### src/rtl/mul_consts.svh
/* widths and timing of the four-pass 32x32 unsigned multiplier.
   latency counts rising edges from the edge that samples start to the one that sees done */
`ifndef MUL_CONSTS_SVH
`define MUL_CONSTS_SVH

// operand width and the two split widths below it
`define MUL_WIDTH 32
`define MUL_HALF 16
`define MUL_LEAF 8

// one pass through the 16x16 array per pair of halves
`define MUL_STEPS 4

// edge 0 samples start, done is seen at edge 5
`define MUL_LATENCY 5

`endif
### src/rtl/mul_pkg.sv
/* types shared by the multiplier, sized from the constants header */
`include "mul_consts.svh"

package mul_pkg;

    typedef logic [`MUL_WIDTH-1:0] operand_t;
    typedef logic [`MUL_HALF-1:0] half_t;

    // a 16x16 product fills one word
    typedef logic [`MUL_WIDTH-1:0] partial_t;
    typedef logic [2*`MUL_WIDTH-1:0] product_t;

    typedef logic [$clog2(`MUL_STEPS)-1:0] step_t;

    typedef enum logic [1:0] {
        IDLE,
        RUN,
        DONE
    } seq_state_t;

endpackage

### src/rtl/mul_top.sv
/* 32x32 unsigned multiplier, five edges from start to done.
   start is ignored while busy */
`timescale 1ns/10ps

module mul_top (
    input  logic               clk,
    input  logic               rst,
    input  logic               start,
    input  mul_pkg::operand_t  a,
    input  mul_pkg::operand_t  b,
    output logic               busy,
    output logic               done,
    output mul_pkg::product_t  product,
    output logic               zero
);

    mul_pkg::half_t    a_half;
    mul_pkg::half_t    b_half;
    mul_pkg::step_t    step;
    mul_pkg::partial_t partial;
    logic              acc_clear;
    logic              acc_add;
    logic              last;

    mul_sequencer u_seq (
        .clk       (clk),
        .rst       (rst),
        .start     (start),
        .a         (a),
        .b         (b),
        .a_half    (a_half),
        .b_half    (b_half),
        .step      (step),
        .acc_clear (acc_clear),
        .acc_add   (acc_add),
        .last      (last),
        .busy      (busy),
        .done      (done)
    );

    dadda_16x16 u_array (
        .a_half  (a_half),
        .b_half  (b_half),
        .partial (partial)
    );

    mul_accumulator u_acc (
        .clk       (clk),
        .rst       (rst),
        .acc_clear (acc_clear),
        .acc_add   (acc_add),
        .last      (last),
        .step      (step),
        .partial   (partial),
        .product   (product),
        .zero      (zero)
    );

endmodule

### src/rtl/mul_accumulator.sv
/* sums the four partial products at their half-word offsets.
   product and zero hold the last result until the next one completes */
`timescale 1ns/10ps
`include "mul_consts.svh"

module mul_accumulator (
    input  logic               clk,
    input  logic               rst,
    input  logic               acc_clear,
    input  logic               acc_add,
    input  logic               last,
    input  mul_pkg::step_t     step,
    input  mul_pkg::partial_t  partial,
    output mul_pkg::product_t  product,
    output logic               zero
);

    mul_pkg::product_t sum;
    mul_pkg::product_t addend;
    mul_pkg::product_t sum_next;

    // shift is one half word per high half in the pair
    always_comb begin
        case (step)
            mul_pkg::step_t'(0): addend = {{`MUL_WIDTH{1'b0}}, partial};
            mul_pkg::step_t'(3): addend = {partial, {`MUL_WIDTH{1'b0}}};
            default: addend = {{`MUL_HALF{1'b0}}, partial, {`MUL_HALF{1'b0}}};
        endcase
    end

    assign sum_next = sum + addend;

    always_ff @(posedge clk) begin
        if (acc_clear) begin
            sum <= '0;
        end else if (acc_add) begin
            sum <= sum_next;
        end
    end

    always_ff @(posedge clk) begin
        if (rst) begin
            product <= '0;
            zero    <= 1'b1;
        end else if (last) begin
            product <= sum_next;
            zero    <= (sum_next == '0);
        end
    end

    assert property (@(posedge clk) disable iff (rst) !(acc_clear && acc_add));

endmodule

### src/rtl/mul_sequencer.sv
/* steps one 16x16 array through the four half pairs of a 32x32 multiply.
   start is taken only while idle, a start seen while busy is dropped */
`timescale 1ns/10ps
`include "mul_consts.svh"

module mul_sequencer (
    input  logic               clk,
    input  logic               rst,
    input  logic               start,
    input  mul_pkg::operand_t  a,
    input  mul_pkg::operand_t  b,
    output mul_pkg::half_t     a_half,
    output mul_pkg::half_t     b_half,
    output mul_pkg::step_t     step,
    output logic               acc_clear,
    output logic               acc_add,
    output logic               last,
    output logic               busy,
    output logic               done
);

    mul_pkg::seq_state_t state;
    mul_pkg::operand_t   a_reg;
    mul_pkg::operand_t   b_reg;
    mul_pkg::step_t      step_next;

    assign busy      = (state != mul_pkg::IDLE);
    assign done      = (state == mul_pkg::DONE);
    assign acc_clear = start && !busy;
    assign last      = acc_add && (step == mul_pkg::step_t'(`MUL_STEPS - 1));
    assign step_next = step + mul_pkg::step_t'(1);

    always_ff @(posedge clk) begin
        if (rst) begin
            state   <= mul_pkg::IDLE;
            step    <= '0;
            acc_add <= 1'b0;
        end else begin
            case (state)
                mul_pkg::IDLE: begin
                    if (start) begin
                        state   <= mul_pkg::RUN;
                        step    <= '0;
                        acc_add <= 1'b1;
                    end
                end
                mul_pkg::RUN: begin
                    if (last) begin
                        state   <= mul_pkg::DONE;
                        acc_add <= 1'b0;
                    end else begin
                        step <= step_next;
                    end
                end
                default: state <= mul_pkg::IDLE;
            endcase
        end
    end

    // step bit 1 picks the a half, bit 0 the b half
    always_ff @(posedge clk) begin
        if (acc_clear) begin
            a_reg  <= a;
            b_reg  <= b;
            a_half <= a[`MUL_HALF-1:0];
            b_half <= b[`MUL_HALF-1:0];
        end else if (acc_add && !last) begin
            a_half <= step_next[1] ? a_reg[`MUL_WIDTH-1:`MUL_HALF] : a_reg[`MUL_HALF-1:0];
            b_half <= step_next[0] ? b_reg[`MUL_WIDTH-1:`MUL_HALF] : b_reg[`MUL_HALF-1:0];
        end
    end

    assert property (@(posedge clk) disable iff (rst) done |=> !done);

    assert property (@(posedge clk) disable iff (rst) (state == mul_pkg::IDLE) |-> !acc_add);

    // a start while busy must not disturb the step count
    assert property (@(posedge clk) disable iff (rst)
        (start && busy) |=> (step == $past(step) + mul_pkg::step_t'($past(acc_add && !last))));

    assert property (@(posedge clk) disable iff (rst) acc_clear |-> ##(`MUL_LATENCY) done);

endmodule

### src/rtl/dadda_16x16.sv
/* combinational 16x16 unsigned multiply from four 8x8 trees.
   the top carry out of bit 31 is always zero and is not kept */
`timescale 1ns/10ps
`include "mul_consts.svh"

module dadda_16x16 (
    input  mul_pkg::half_t    a_half,
    input  mul_pkg::half_t    b_half,
    output mul_pkg::partial_t partial
);

    logic [`MUL_HALF-1:0] y11, y12, y21, y22;
    // third row of the overlap, y11 high byte then y22 low byte
    logic [`MUL_HALF-1:0] row_x;
    logic [`MUL_HALF-1:0] s1, c1;
    logic [`MUL_HALF+5:0] c2;

    function automatic logic [1:0] fa(input logic x, input logic p, input logic q);
        fa = {(x & p) | (x & q) | (p & q), x ^ p ^ q};
    endfunction

    function automatic logic [1:0] ha(input logic x, input logic p);
        ha = {x & p, x ^ p};
    endfunction

    dadda_8x8 u_ll (.a(a_half[`MUL_LEAF-1:0]),         .b(b_half[`MUL_LEAF-1:0]),         .y(y11));
    dadda_8x8 u_lh (.a(a_half[`MUL_LEAF-1:0]),         .b(b_half[`MUL_HALF-1:`MUL_LEAF]), .y(y12));
    dadda_8x8 u_hl (.a(a_half[`MUL_HALF-1:`MUL_LEAF]), .b(b_half[`MUL_LEAF-1:0]),         .y(y21));
    dadda_8x8 u_hh (.a(a_half[`MUL_HALF-1:`MUL_LEAF]), .b(b_half[`MUL_HALF-1:`MUL_LEAF]), .y(y22));

    assign row_x = {y22[`MUL_LEAF-1:0], y11[`MUL_HALF-1:`MUL_LEAF]};

    always_comb begin
        partial[`MUL_LEAF-1:0] = y11[`MUL_LEAF-1:0];

        // 3:2 row over columns 8 to 23
        for (int k = 0; k < `MUL_HALF; k++) begin
            {c1[k], s1[k]} = fa(row_x[k], y12[k], y21[k]);
        end

        partial[8] = s1[0];
        {c2[0], partial[9]} = ha(s1[1], c1[0]);
        // each column takes the save carry from the column below
        for (int k = 2; k < `MUL_HALF; k++) begin
            {c2[k-1], partial[8+k]} = fa(s1[k], c1[k-1], c2[k-2]);
        end
        {c2[15], partial[24]} = fa(y22[8], c1[15], c2[14]);

        // carry runs on through the top byte of y22
        for (int k = 9; k < `MUL_HALF-1; k++) begin
            {c2[k+7], partial[16+k]} = ha(y22[k], c2[k+6]);
        end
        partial[31] = y22[15] ^ c2[21];
    end

endmodule

### src/rtl/dadda_8x8.sv
/* combinational 8x8 unsigned Dadda tree, heights 8-6-4-3-2 then a ripple carry row.
   no timing stages inside, the whole tree settles within one clock */
`timescale 1ns/10ps
`include "mul_consts.svh"

module dadda_8x8 (
    input  logic [`MUL_LEAF-1:0]   a,
    input  logic [`MUL_LEAF-1:0]   b,
    output logic [2*`MUL_LEAF-1:0] y
);

    // pp[i][j] has weight i + j
    logic [`MUL_LEAF-1:0] pp [`MUL_LEAF];

    logic [5:0]  s1, c1;
    logic [13:0] s2, c2;
    logic [9:0]  s3, c3;
    logic [11:0] s4, c4;
    logic [13:0] c5;

    // returns {carry, sum}
    function automatic logic [1:0] fa(input logic x, input logic p, input logic q);
        fa = {(x & p) | (x & q) | (p & q), x ^ p ^ q};
    endfunction

    function automatic logic [1:0] ha(input logic x, input logic p);
        ha = {x & p, x ^ p};
    endfunction

    for (genvar i = 0; i < `MUL_LEAF; i++) begin : g_pp
        assign pp[i] = a & {`MUL_LEAF{b[i]}};
    end

    // 8 -> 6
    assign {c1[0], s1[0]} = ha(pp[6][0], pp[5][1]);
    assign {c1[2], s1[2]} = ha(pp[4][3], pp[3][4]);
    assign {c1[4], s1[4]} = ha(pp[4][4], pp[3][5]);
    assign {c1[1], s1[1]} = fa(pp[7][0], pp[6][1], pp[5][2]);
    assign {c1[3], s1[3]} = fa(pp[7][1], pp[6][2], pp[5][3]);
    assign {c1[5], s1[5]} = fa(pp[7][2], pp[6][3], pp[5][4]);

    // 6 -> 4
    assign {c2[0], s2[0]}   = ha(pp[4][0], pp[3][1]);
    assign {c2[2], s2[2]}   = ha(pp[2][3], pp[1][4]);
    assign {c2[1], s2[1]}   = fa(pp[5][0], pp[4][1], pp[3][2]);
    assign {c2[3], s2[3]}   = fa(s1[0], pp[4][2], pp[3][3]);
    assign {c2[4], s2[4]}   = fa(pp[2][4], pp[1][5], pp[0][6]);
    assign {c2[5], s2[5]}   = fa(s1[1], s1[2], c1[0]);
    assign {c2[6], s2[6]}   = fa(pp[2][5], pp[1][6], pp[0][7]);
    assign {c2[7], s2[7]}   = fa(s1[3], s1[4], c1[1]);
    assign {c2[8], s2[8]}   = fa(c1[2], pp[2][6], pp[1][7]);
    assign {c2[9], s2[9]}   = fa(s1[5], c1[3], c1[4]);
    assign {c2[10], s2[10]} = fa(pp[4][5], pp[3][6], pp[2][7]);
    assign {c2[11], s2[11]} = fa(pp[7][3], c1[5], pp[6][4]);
    assign {c2[12], s2[12]} = fa(pp[5][5], pp[4][6], pp[3][7]);
    assign {c2[13], s2[13]} = fa(pp[7][4], pp[6][5], pp[5][6]);

    // 4 -> 3
    assign {c3[0], s3[0]} = ha(pp[3][0], pp[2][1]);
    assign {c3[1], s3[1]} = fa(s2[0], pp[2][2], pp[1][3]);
    assign {c3[2], s3[2]} = fa(s2[1], s2[2], c2[0]);
    assign {c3[3], s3[3]} = fa(c2[1], c2[2], s2[3]);
    assign {c3[4], s3[4]} = fa(c2[3], c2[4], s2[5]);
    assign {c3[5], s3[5]} = fa(c2[5], c2[6], s2[7]);
    assign {c3[6], s3[6]} = fa(c2[7], c2[8], s2[9]);
    assign {c3[7], s3[7]} = fa(c2[9], c2[10], s2[11]);
    assign {c3[8], s3[8]} = fa(c2[11], c2[12], s2[13]);
    assign {c3[9], s3[9]} = fa(pp[7][5], pp[6][6], pp[5][7]);

    // 3 -> 2
    assign {c4[0], s4[0]}   = ha(pp[2][0], pp[1][1]);
    assign {c4[1], s4[1]}   = fa(s3[0], pp[1][2], pp[0][3]);
    assign {c4[2], s4[2]}   = fa(c3[0], s3[1], pp[0][4]);
    assign {c4[3], s4[3]}   = fa(c3[1], s3[2], pp[0][5]);
    assign {c4[4], s4[4]}   = fa(c3[2], s3[3], s2[4]);
    assign {c4[5], s4[5]}   = fa(c3[3], s3[4], s2[6]);
    assign {c4[6], s4[6]}   = fa(c3[4], s3[5], s2[8]);
    assign {c4[7], s4[7]}   = fa(c3[5], s3[6], s2[10]);
    assign {c4[8], s4[8]}   = fa(c3[6], s3[7], s2[12]);
    assign {c4[9], s4[9]}   = fa(c3[7], s3[8], pp[4][7]);
    assign {c4[10], s4[10]} = fa(c3[8], s3[9], c2[13]);
    assign {c4[11], s4[11]} = fa(c3[9], pp[7][6], pp[6][7]);

    // final two rows through a ripple carry
    assign y[0] = pp[0][0];
    assign {c5[0], y[1]}   = ha(pp[1][0], pp[0][1]);
    assign {c5[1], y[2]}   = fa(s4[0], pp[0][2], c5[0]);
    assign {c5[2], y[3]}   = fa(c4[0], s4[1], c5[1]);
    assign {c5[3], y[4]}   = fa(c4[1], s4[2], c5[2]);
    assign {c5[4], y[5]}   = fa(c4[2], s4[3], c5[3]);
    assign {c5[5], y[6]}   = fa(c4[3], s4[4], c5[4]);
    assign {c5[6], y[7]}   = fa(c4[4], s4[5], c5[5]);
    assign {c5[7], y[8]}   = fa(c4[5], s4[6], c5[6]);
    assign {c5[8], y[9]}   = fa(c4[6], s4[7], c5[7]);
    assign {c5[9], y[10]}  = fa(c4[7], s4[8], c5[8]);
    assign {c5[10], y[11]} = fa(c4[8], s4[9], c5[9]);
    assign {c5[11], y[12]} = fa(c4[9], s4[10], c5[10]);
    assign {c5[12], y[13]} = fa(c4[10], s4[11], c5[11]);
    assign {c5[13], y[14]} = fa(c4[11], pp[7][7], c5[12]);
    assign y[15] = c5[13];

endmodule

### config.mk
export PLATFORM = sky130hd
export DESIGN_NAME = mul_top
export DESIGN_NICKNAME = d
export VERILOG_FILES = /design/src/rtl/mul_pkg.sv /design/src/rtl/mul_top.sv /design/src/rtl/mul_accumulator.sv /design/src/rtl/mul_sequencer.sv /design/src/rtl/dadda_16x16.sv /design/src/rtl/dadda_8x8.sv
export VERILOG_INCLUDE_DIRS = /design/src /design/src/rtl
export SDC_FILE = /design/constraint.sdc
export NUM_CORES = 1
export LEC_CHECK = 0
export BUFFER_PORTS_ARGS = -buffer_cell sky130_fd_sc_hd__buf_4
export CAP_MARGIN = 20
export CELL_PAD_IN_SITES_DETAIL_PLACEMENT = 1
export CELL_PAD_IN_SITES_GLOBAL_PLACEMENT = 1
export CORE_ASPECT_RATIO = 0.5
export CORE_UTILIZATION = 48
export DETAILED_ROUTE_END_ITERATION = 12
export GPL_TIMING_DRIVEN = 0
export PLACE_DENSITY = 0.81
export SYNTH_ARGS = -nofsm -noshare
export SYNTH_HDL_FRONTEND = slang
export SYNTH_SLANG_ARGS = --single-unit
### constraint.sdc
create_clock -name clk -period 21 [get_ports clk]
set_clock_uncertainty 0.1 [all_clocks]
set_input_delay 2.1 -clock clk [delete_from_list [all_inputs] [get_ports clk]]
set_output_delay 2.1 -clock clk [all_outputs]
set_load 0.01 [all_outputs]
Word-level counts from Yosys, hierarchy flattened
Cells that the tools add are included.
{"block": "word_totals", "regBits": 230, "input_bits": 67, "output_inout_bits": 67, "wordCells": 1720}
{"block": "classes", "addsub": 2, "eq_ne": 6, "mux": 16, "bitwise": 1672, "reduce_logical": 14}
{"cell": "$and 1x1->1", "count": 708}
{"cell": "$xor 1x1->1", "count": 486}
{"cell": "$or 1x1->1", "count": 446}
{"cell": "$and 8x8->8", "count": 32}
{"cell": "$pmux 64 s2", "count": 1}
{"cell": "$mux 16", "count": 6}
{"cell": "$add 64x64->64", "count": 1}
{"cell": "$logic_not 64->1", "count": 1}
{"cell": "$mux 2", "count": 4}
{"cell": "$pmux 2 s2", "count": 2}
{"cell": "$reduce_and 3->1", "count": 2}
{"cell": "$reduce_bool 2->1", "count": 3}
{"cell": "$eq 2x2->1 const B", "count": 2}
{"cell": "$logic_not 2->1", "count": 2}
{"cell": "$ne 2x2->1 const B", "count": 2}
{"cell": "$logic_and 1x1->1", "count": 3}
{"cell": "$add 2x1->2 const B", "count": 1}
{"cell": "$eq 2x1->1 const B", "count": 1}
{"cell": "$logic_not 1->1", "count": 2}
{"cell": "$mux 1", "count": 2}
{"cell": "$ne 2x1->1 const B", "count": 1}
{"cell": "$pmux 1 s2", "count": 1}
{"cell": "$reduce_and 2->1", "count": 1}

Depth between registers and ports, before layout
{"block": "depth", "ltp_word": 84, "mapped_depth": 55, "depth_no_buf": 53}

Modules after synthesis
A second synthesis with hierarchy kept.
{"block": "hier_totals", "cells_unflattened": 2231, "area_unflattened_um2": 21084.0}
{"mod": "mul_accumulator", "n_inst": 1, "cells_each": 1276, "area_per_inst_um2": 10069.7}
{"mod": "dadda_8x8", "n_inst": 4, "cells_each": 166, "area_per_inst_um2": 1599.0}
{"mod": "mul_sequencer", "n_inst": 1, "cells_each": 232, "area_per_inst_um2": 3826.2}
{"mod": "dadda_16x16", "n_inst": 1, "cells_each": 59, "area_per_inst_um2": 792.0}

Least setup slack after synthesis
No wires, ideal clock.
{"block": "synth_timing", "path_kind": "flip-flop to flip-flop", "from": "register u_seq.b_half[4]", "to": "register u_acc.zero", "setup_time_ns": 0.058, "t_arrival_ns": 15.897, "required_time_ns": 20.842, "path_slack_ns": 4.945, "stages_incl_launch_ff": 52, "path_buffers": 2, "synth_period_minus_slack_ns": 16.055, "cell_sequence": "edfxtp_1 clkbuf_1 and2_1 ha_1 fa_1 fa_1 fa_1 fa_1 fa_1 fa_1 fa_1 inv_1 fa_1 fa_1 fa_1 inv_1 fa_1 fa_1 (+16 left out) ha_1 ha_1 ha_1 xor2_1 a22o_1 ha_1 clkbuf_1 nand2_1 nor4_1 nand3_1 o22ai_1 nor2_1 xnor2_1 or4b_1 nor4_1 nand4b_1 nor4_1 a211o_1"}
{"block": "synth_via", "elab_chain_len": 82, "elab_cells_between_ends": 701, "classes_between": "add/sub: 1; mux: 1; bitwise: 698; reduce/logical: 1"}
{"element": "from (decl)", "line_no": "mul_sequencer.sv:13", "source": "output mul_pkg::half_t b_half,"}
{"element": "from (signal assigned)", "line_no": "mul_sequencer.sv:66", "source": "b_half <= b[`MUL_HALF-1:0];"}
{"element": "from (signal assigned)", "line_no": "mul_sequencer.sv:69", "source": "b_half <= step_next[0] ? b_reg[`MUL_WIDTH-1:`MUL_HALF] : b_reg[`MUL_HALF-1:0];"}
{"element": "$and 8x8->8", "line_no": "dadda_8x8.sv:31", "source": "assign pp[i] = a & {`MUL_LEAF{b[i]}};"}
{"element": "$xor 1x1->1", "line_no": "dadda_8x8.sv:27", "source": "ha = {x & p, x ^ p};"}
{"element": "$xor 1x1->1 (4 in a row)", "line_no": "dadda_8x8.sv:23", "source": "fa = {(x & p) | (x & q) | (p & q), x ^ p ^ q};"}
{"element": "$and 1x1->1", "line_no": "dadda_8x8.sv:23"}
{"element": "$or 1x1->1 (2 in a row)", "line_no": "dadda_8x8.sv:23"}
{"element": "$and 1x1->1", "line_no": "dadda_8x8.sv:23"}
{"element": "$or 1x1->1 (2 in a row)", "line_no": "dadda_8x8.sv:23"}
{"element": "$and 1x1->1", "line_no": "dadda_8x8.sv:23"}
{"element": "(+54 left out)"}
{"element": "$or 1x1->1 (2 in a row)", "line_no": "dadda_16x16.sv:19", "source": "fa = {(x & p) | (x & q) | (p & q), x ^ p ^ q};"}
{"element": "$and 1x1->1", "line_no": "dadda_16x16.sv:19"}
{"element": "$or 1x1->1 (2 in a row)", "line_no": "dadda_16x16.sv:19"}
{"element": "$and 1x1->1 (6 in a row)", "line_no": "dadda_16x16.sv:23", "source": "ha = {x & p, x ^ p};"}
{"element": "$xor 1x1->1", "line_no": "dadda_16x16.sv:53", "source": "partial[31] = y22[15] ^ c2[21];"}
{"element": "$pmux 64 s2 (*)", "line_no": "mul_accumulator.sv:24", "source": "case (step)"}
{"element": "$add 64x64->64 (*)", "line_no": "mul_accumulator.sv:31", "source": "assign sum_next = sum + addend;"}
{"element": "$logic_not 64->1 (*)", "line_no": "mul_accumulator.sv:47", "source": "zero <= (sum_next == '0);"}
{"element": "to (signal assigned)", "line_no": "mul_accumulator.sv:47"}
{"element": "to (decl)", "line_no": "mul_accumulator.sv:15", "source": "output logic zero"}
Every way passes the cells marked *; elsewhere a longest branch is shown, timed or not.
A chain may end at the register's enable or synchronous reset.

Final worst setup path
{"block": "layout_timing", "from": "register u_seq.a_half[0]", "to": "register u_acc.zero"}
{"block": "layout_via", "elab_chain_len": 84, "elab_cells_between_ends": 681, "classes_between": "add/sub: 1; mux: 1; bitwise: 678; reduce/logical: 1"}
{"element": "from (decl)", "line_no": "mul_sequencer.sv:12", "source": "output mul_pkg::half_t a_half,"}
{"element": "from (signal assigned)", "line_no": "mul_sequencer.sv:65", "source": "a_half <= a[`MUL_HALF-1:0];"}
{"element": "from (signal assigned)", "line_no": "mul_sequencer.sv:68", "source": "a_half <= step_next[1] ? a_reg[`MUL_WIDTH-1:`MUL_HALF] : a_reg[`MUL_HALF-1:0];"}
{"element": "$and 8x8->8", "line_no": "dadda_8x8.sv:31"}
{"element": "$xor 1x1->1 / $and 1x1->1 (equally long branches)", "line_no": "dadda_8x8.sv:27"}
{"element": "$and 1x1->1", "line_no": "dadda_8x8.sv:23"}
{"element": "$or 1x1->1 (2 in a row)", "line_no": "dadda_8x8.sv:23"}
{"element": "$and 1x1->1", "line_no": "dadda_8x8.sv:23"}
{"element": "$or 1x1->1 (2 in a row)", "line_no": "dadda_8x8.sv:23"}
{"element": "$and 1x1->1", "line_no": "dadda_8x8.sv:23"}
{"element": "$or 1x1->1 (2 in a row)", "line_no": "dadda_8x8.sv:23"}
{"element": "(+58 left out)"}
{"element": "$or 1x1->1 (2 in a row)", "line_no": "dadda_16x16.sv:19"}
{"element": "$and 1x1->1", "line_no": "dadda_16x16.sv:19"}
{"element": "$or 1x1->1 (2 in a row)", "line_no": "dadda_16x16.sv:19"}
{"element": "$and 1x1->1 (6 in a row)", "line_no": "dadda_16x16.sv:23"}
{"element": "$xor 1x1->1", "line_no": "dadda_16x16.sv:53"}
{"element": "$pmux 64 s2 (*)", "line_no": "mul_accumulator.sv:24"}
{"element": "$add 64x64->64 (*)", "line_no": "mul_accumulator.sv:31"}
{"element": "$logic_not 64->1 (*)", "line_no": "mul_accumulator.sv:47"}
Marks and branches as above.

==> impl_metrics.ini <==
[worst_setup_path]
reg2reg_depth = 51
endpoint_kind = register
reg2reg_setup_slack_ps = 1430
critPathBufInv = 5
startpoint_type = register
worstPathRequired_ps = 21400
critical_path_class = reg -> reg
critPathTopFamily = adder cells
critPathMaxStageDelay_ps = 1020
r2r-end = u_acc.zero$_SDFFE_PP1P_
critical_path_peak_fanout = 10
arrival_ps = 19970
slowest_stage = nor4_1
crit_top_cell = fa_1
r2r-start = u_seq.a_half[0]$_DFFE_PP_

[global_routing]
grt_overflow = 0
gr-usage-all-layers_pct = 33.3
antenna_found_initial = 2
grt_first_pass_wirelength_um = 113000
grt_max_degree = 53
grt_pass1_vias = 19400

[sta]
drv_slew = 0
worst_pin_slew_ps = 1180
max_freq_mhz = 51.1
min_period_ps = 19570
fin_setup_tns_ps = 0
hold_slack_ps = 355
setup_viol = 0
finalHoldViolations = 0
max-slew-margin-rel_pct = 21.4
period_share_pct = 93.2
rsz0062_at_grt = no

[yosys]
ys_ff_latch = 230
synth-main-ff-cell = dfxtp_1
yosysTopAreaCellShare_pct = 21.3
async_reset_ff_share_pct = 0
ys_seq_area_share_pct = 26.4
yosysWarningCount = 0
avgSynthCellArea_um2 = 8.85
netlist_top_cells_area = fa_1 21%, edfxtp_1 14%, dfxtp_1 13%, and2_1 7.7%, ha_1 6.2%
ys_top_cells_by_count = 291 x nand2_1, 260 x and2_1, 258 x inv_1
synth_area_um2 = 21100
synth_largest_area_cell = fa_1
synth_edf_count = 96
synth.distinct_cells = 76
syn_inst = 2384
synth_nets = 2779
synth_most_common_cell = nand2_1

[clocking]
clockRootBuffer = clkbuf_16
htree_levels = 1
cts_setup_buffers = 0
numCtsBuffers = 24
ctsResizeCount = 0
cts.hold.buffers_added = 0
numClockSinks = 230
clk_latency_ps = 570
cts.clk_slew.worst_paths_ps = 70
clockBufferDepth = 3
tritoncts = done

[route]
wl_per_cell_um = 23.7
ant_nets = 0
drc_errors = 0
drt-vias-per-instance = 5.85
finalWirelength_um = 74600
drtIter0Drc = 1335
vias = 18400
drtPass1Iterations = 8

[finish]
largestRegisters = u_acc.product x64, u_acc.sum x64
final_cell_count_no_fill = 3142
nets = 2942
drive_gt1_share_pct = 7.92
area_delta_synth_final_pct = 12.5

[flow_run]
cap_violations = 0

[floorplan]
rows = 53
dieWidth_um = 299
die-area_um2 = 44900
initial_core_util_pct = 49.5
die_h_um = 150
io_pins = 134
fp.coreArea_um2 = 42600

[outcome]
status = completed

[worst_hold_path]
hold_path_end = u_acc.product[51]$_SDFFE_PP0P_
min_from = u_acc.product[51]$_SDFFE_PP0P_
hold_class = reg -> reg
min_path_cells = 2

[place]
place_congestion = 0.984
portBuffers = 132
dpl.cell_count = 3096
post-dp-hpwl_um = 59400
-- worst min-delay path, stage by stage (launching register included) --
cell and delay, ps:
dfxtp_1 310, nand2_1 50, a21oi_1 50
-- per-stage QoR --
step	setup WS [ps]	area (um^2)	util, %
4_1_cts	1630	23700	55.6
3_5_place_dp	1650	22900	53.7
6_report	1430	23700	55.7
5_1_grt	942	23700	55.7
3_3_place_gp	1830	22800	53.5
2_1_floorplan	4950	21100	-
-- kinds of logic (layout without fill, tap and decap cells) --
group	count (synthesis)	count (layout)	share of synthesized area, %
other	0	1	0
muxes	97	97	4.62
xor gates and xnor gates	44	44	1.83
buffers and inverters	394	574	7.03
DFF	230	230	26.4
and+or+nand+nor	869	869	20.5
AOI/OAI and AO/OA	422	422	12.3
adders and majority gates	328	328	27.4
-- layer usage --
metal | wire (um) | part of all wire (%) | up-vias | track usage, %
met5 | 0 | 0 | - | 0
met4 | 2570 | 3.5 | 0 | 11.5
met3 | 5470 | 7.3 | 156 | 5.30
met2 | 34100 | 46 | 669 | 54.7
met1 | 32500 | 44 | 9309 | 45.1
li1 | - | - | 8250 | -
-- worst max-delay path by stage --
stage | depth (start not counted) | slack (ps) | from | end
floorplan | 51 | 4950 | u_seq.b_half[4]$_DFFE_PP_ | u_acc.zero$_SDFFE_PP1P_
global placement | 51 | 1830 | u_seq.a_half[0]$_DFFE_PP_ | u_acc.zero$_SDFFE_PP1P_
detailed placement | 51 | 1650 | u_seq.a_half[0]$_DFFE_PP_ | u_acc.zero$_SDFFE_PP1P_
CTS | 51 | 1630 | u_seq.a_half[0]$_DFFE_PP_ | u_acc.zero$_SDFFE_PP1P_
global route | 51 | 940 | u_seq.a_half[0]$_DFFE_PP_ | u_acc.zero$_SDFFE_PP1P_
finish | 51 | 1430 | u_seq.a_half[0]$_DFFE_PP_ | u_acc.zero$_SDFFE_PP1P_
-- cell usage in the layout (no fill, tap or decap), types with 19 or more instances in the layout --
cell and instances:
nand4_1 32, a21o_1 19, and2_1 260, dfxtp_1 134
mux2i_1 94, xnor2_1 27, nor3_1 31, a21oi_1 161
clkbuf_1 119, nor2_1 159, inv_1 258, ha_1 104
buf_4 133, fa_1 224, edfxtp_1 96, o21ai_0 100
nand2_1 291, clkbuf_16 25
-- cell type report --
| class | instances | area (um^2) |
|---|---|---|
| fill | 5038 | 18900 |
| multi-input combinational | 1760 | 14100 |
| sequential | 230 | 5570 |
| timing repair buffer | 137 | 1060 |
| inverter | 259 | 972 |
| tap | 577 | 722 |
| clock buffer | 28 | 647 |
| buffer | 135 | 515 |
| clock inverter | 15 | 189 |
| antenna | 1 | 2.50 |
Power is not shown: default switching activity piles up to over one toggle a cycle in this logic, so the estimate is an artifact.
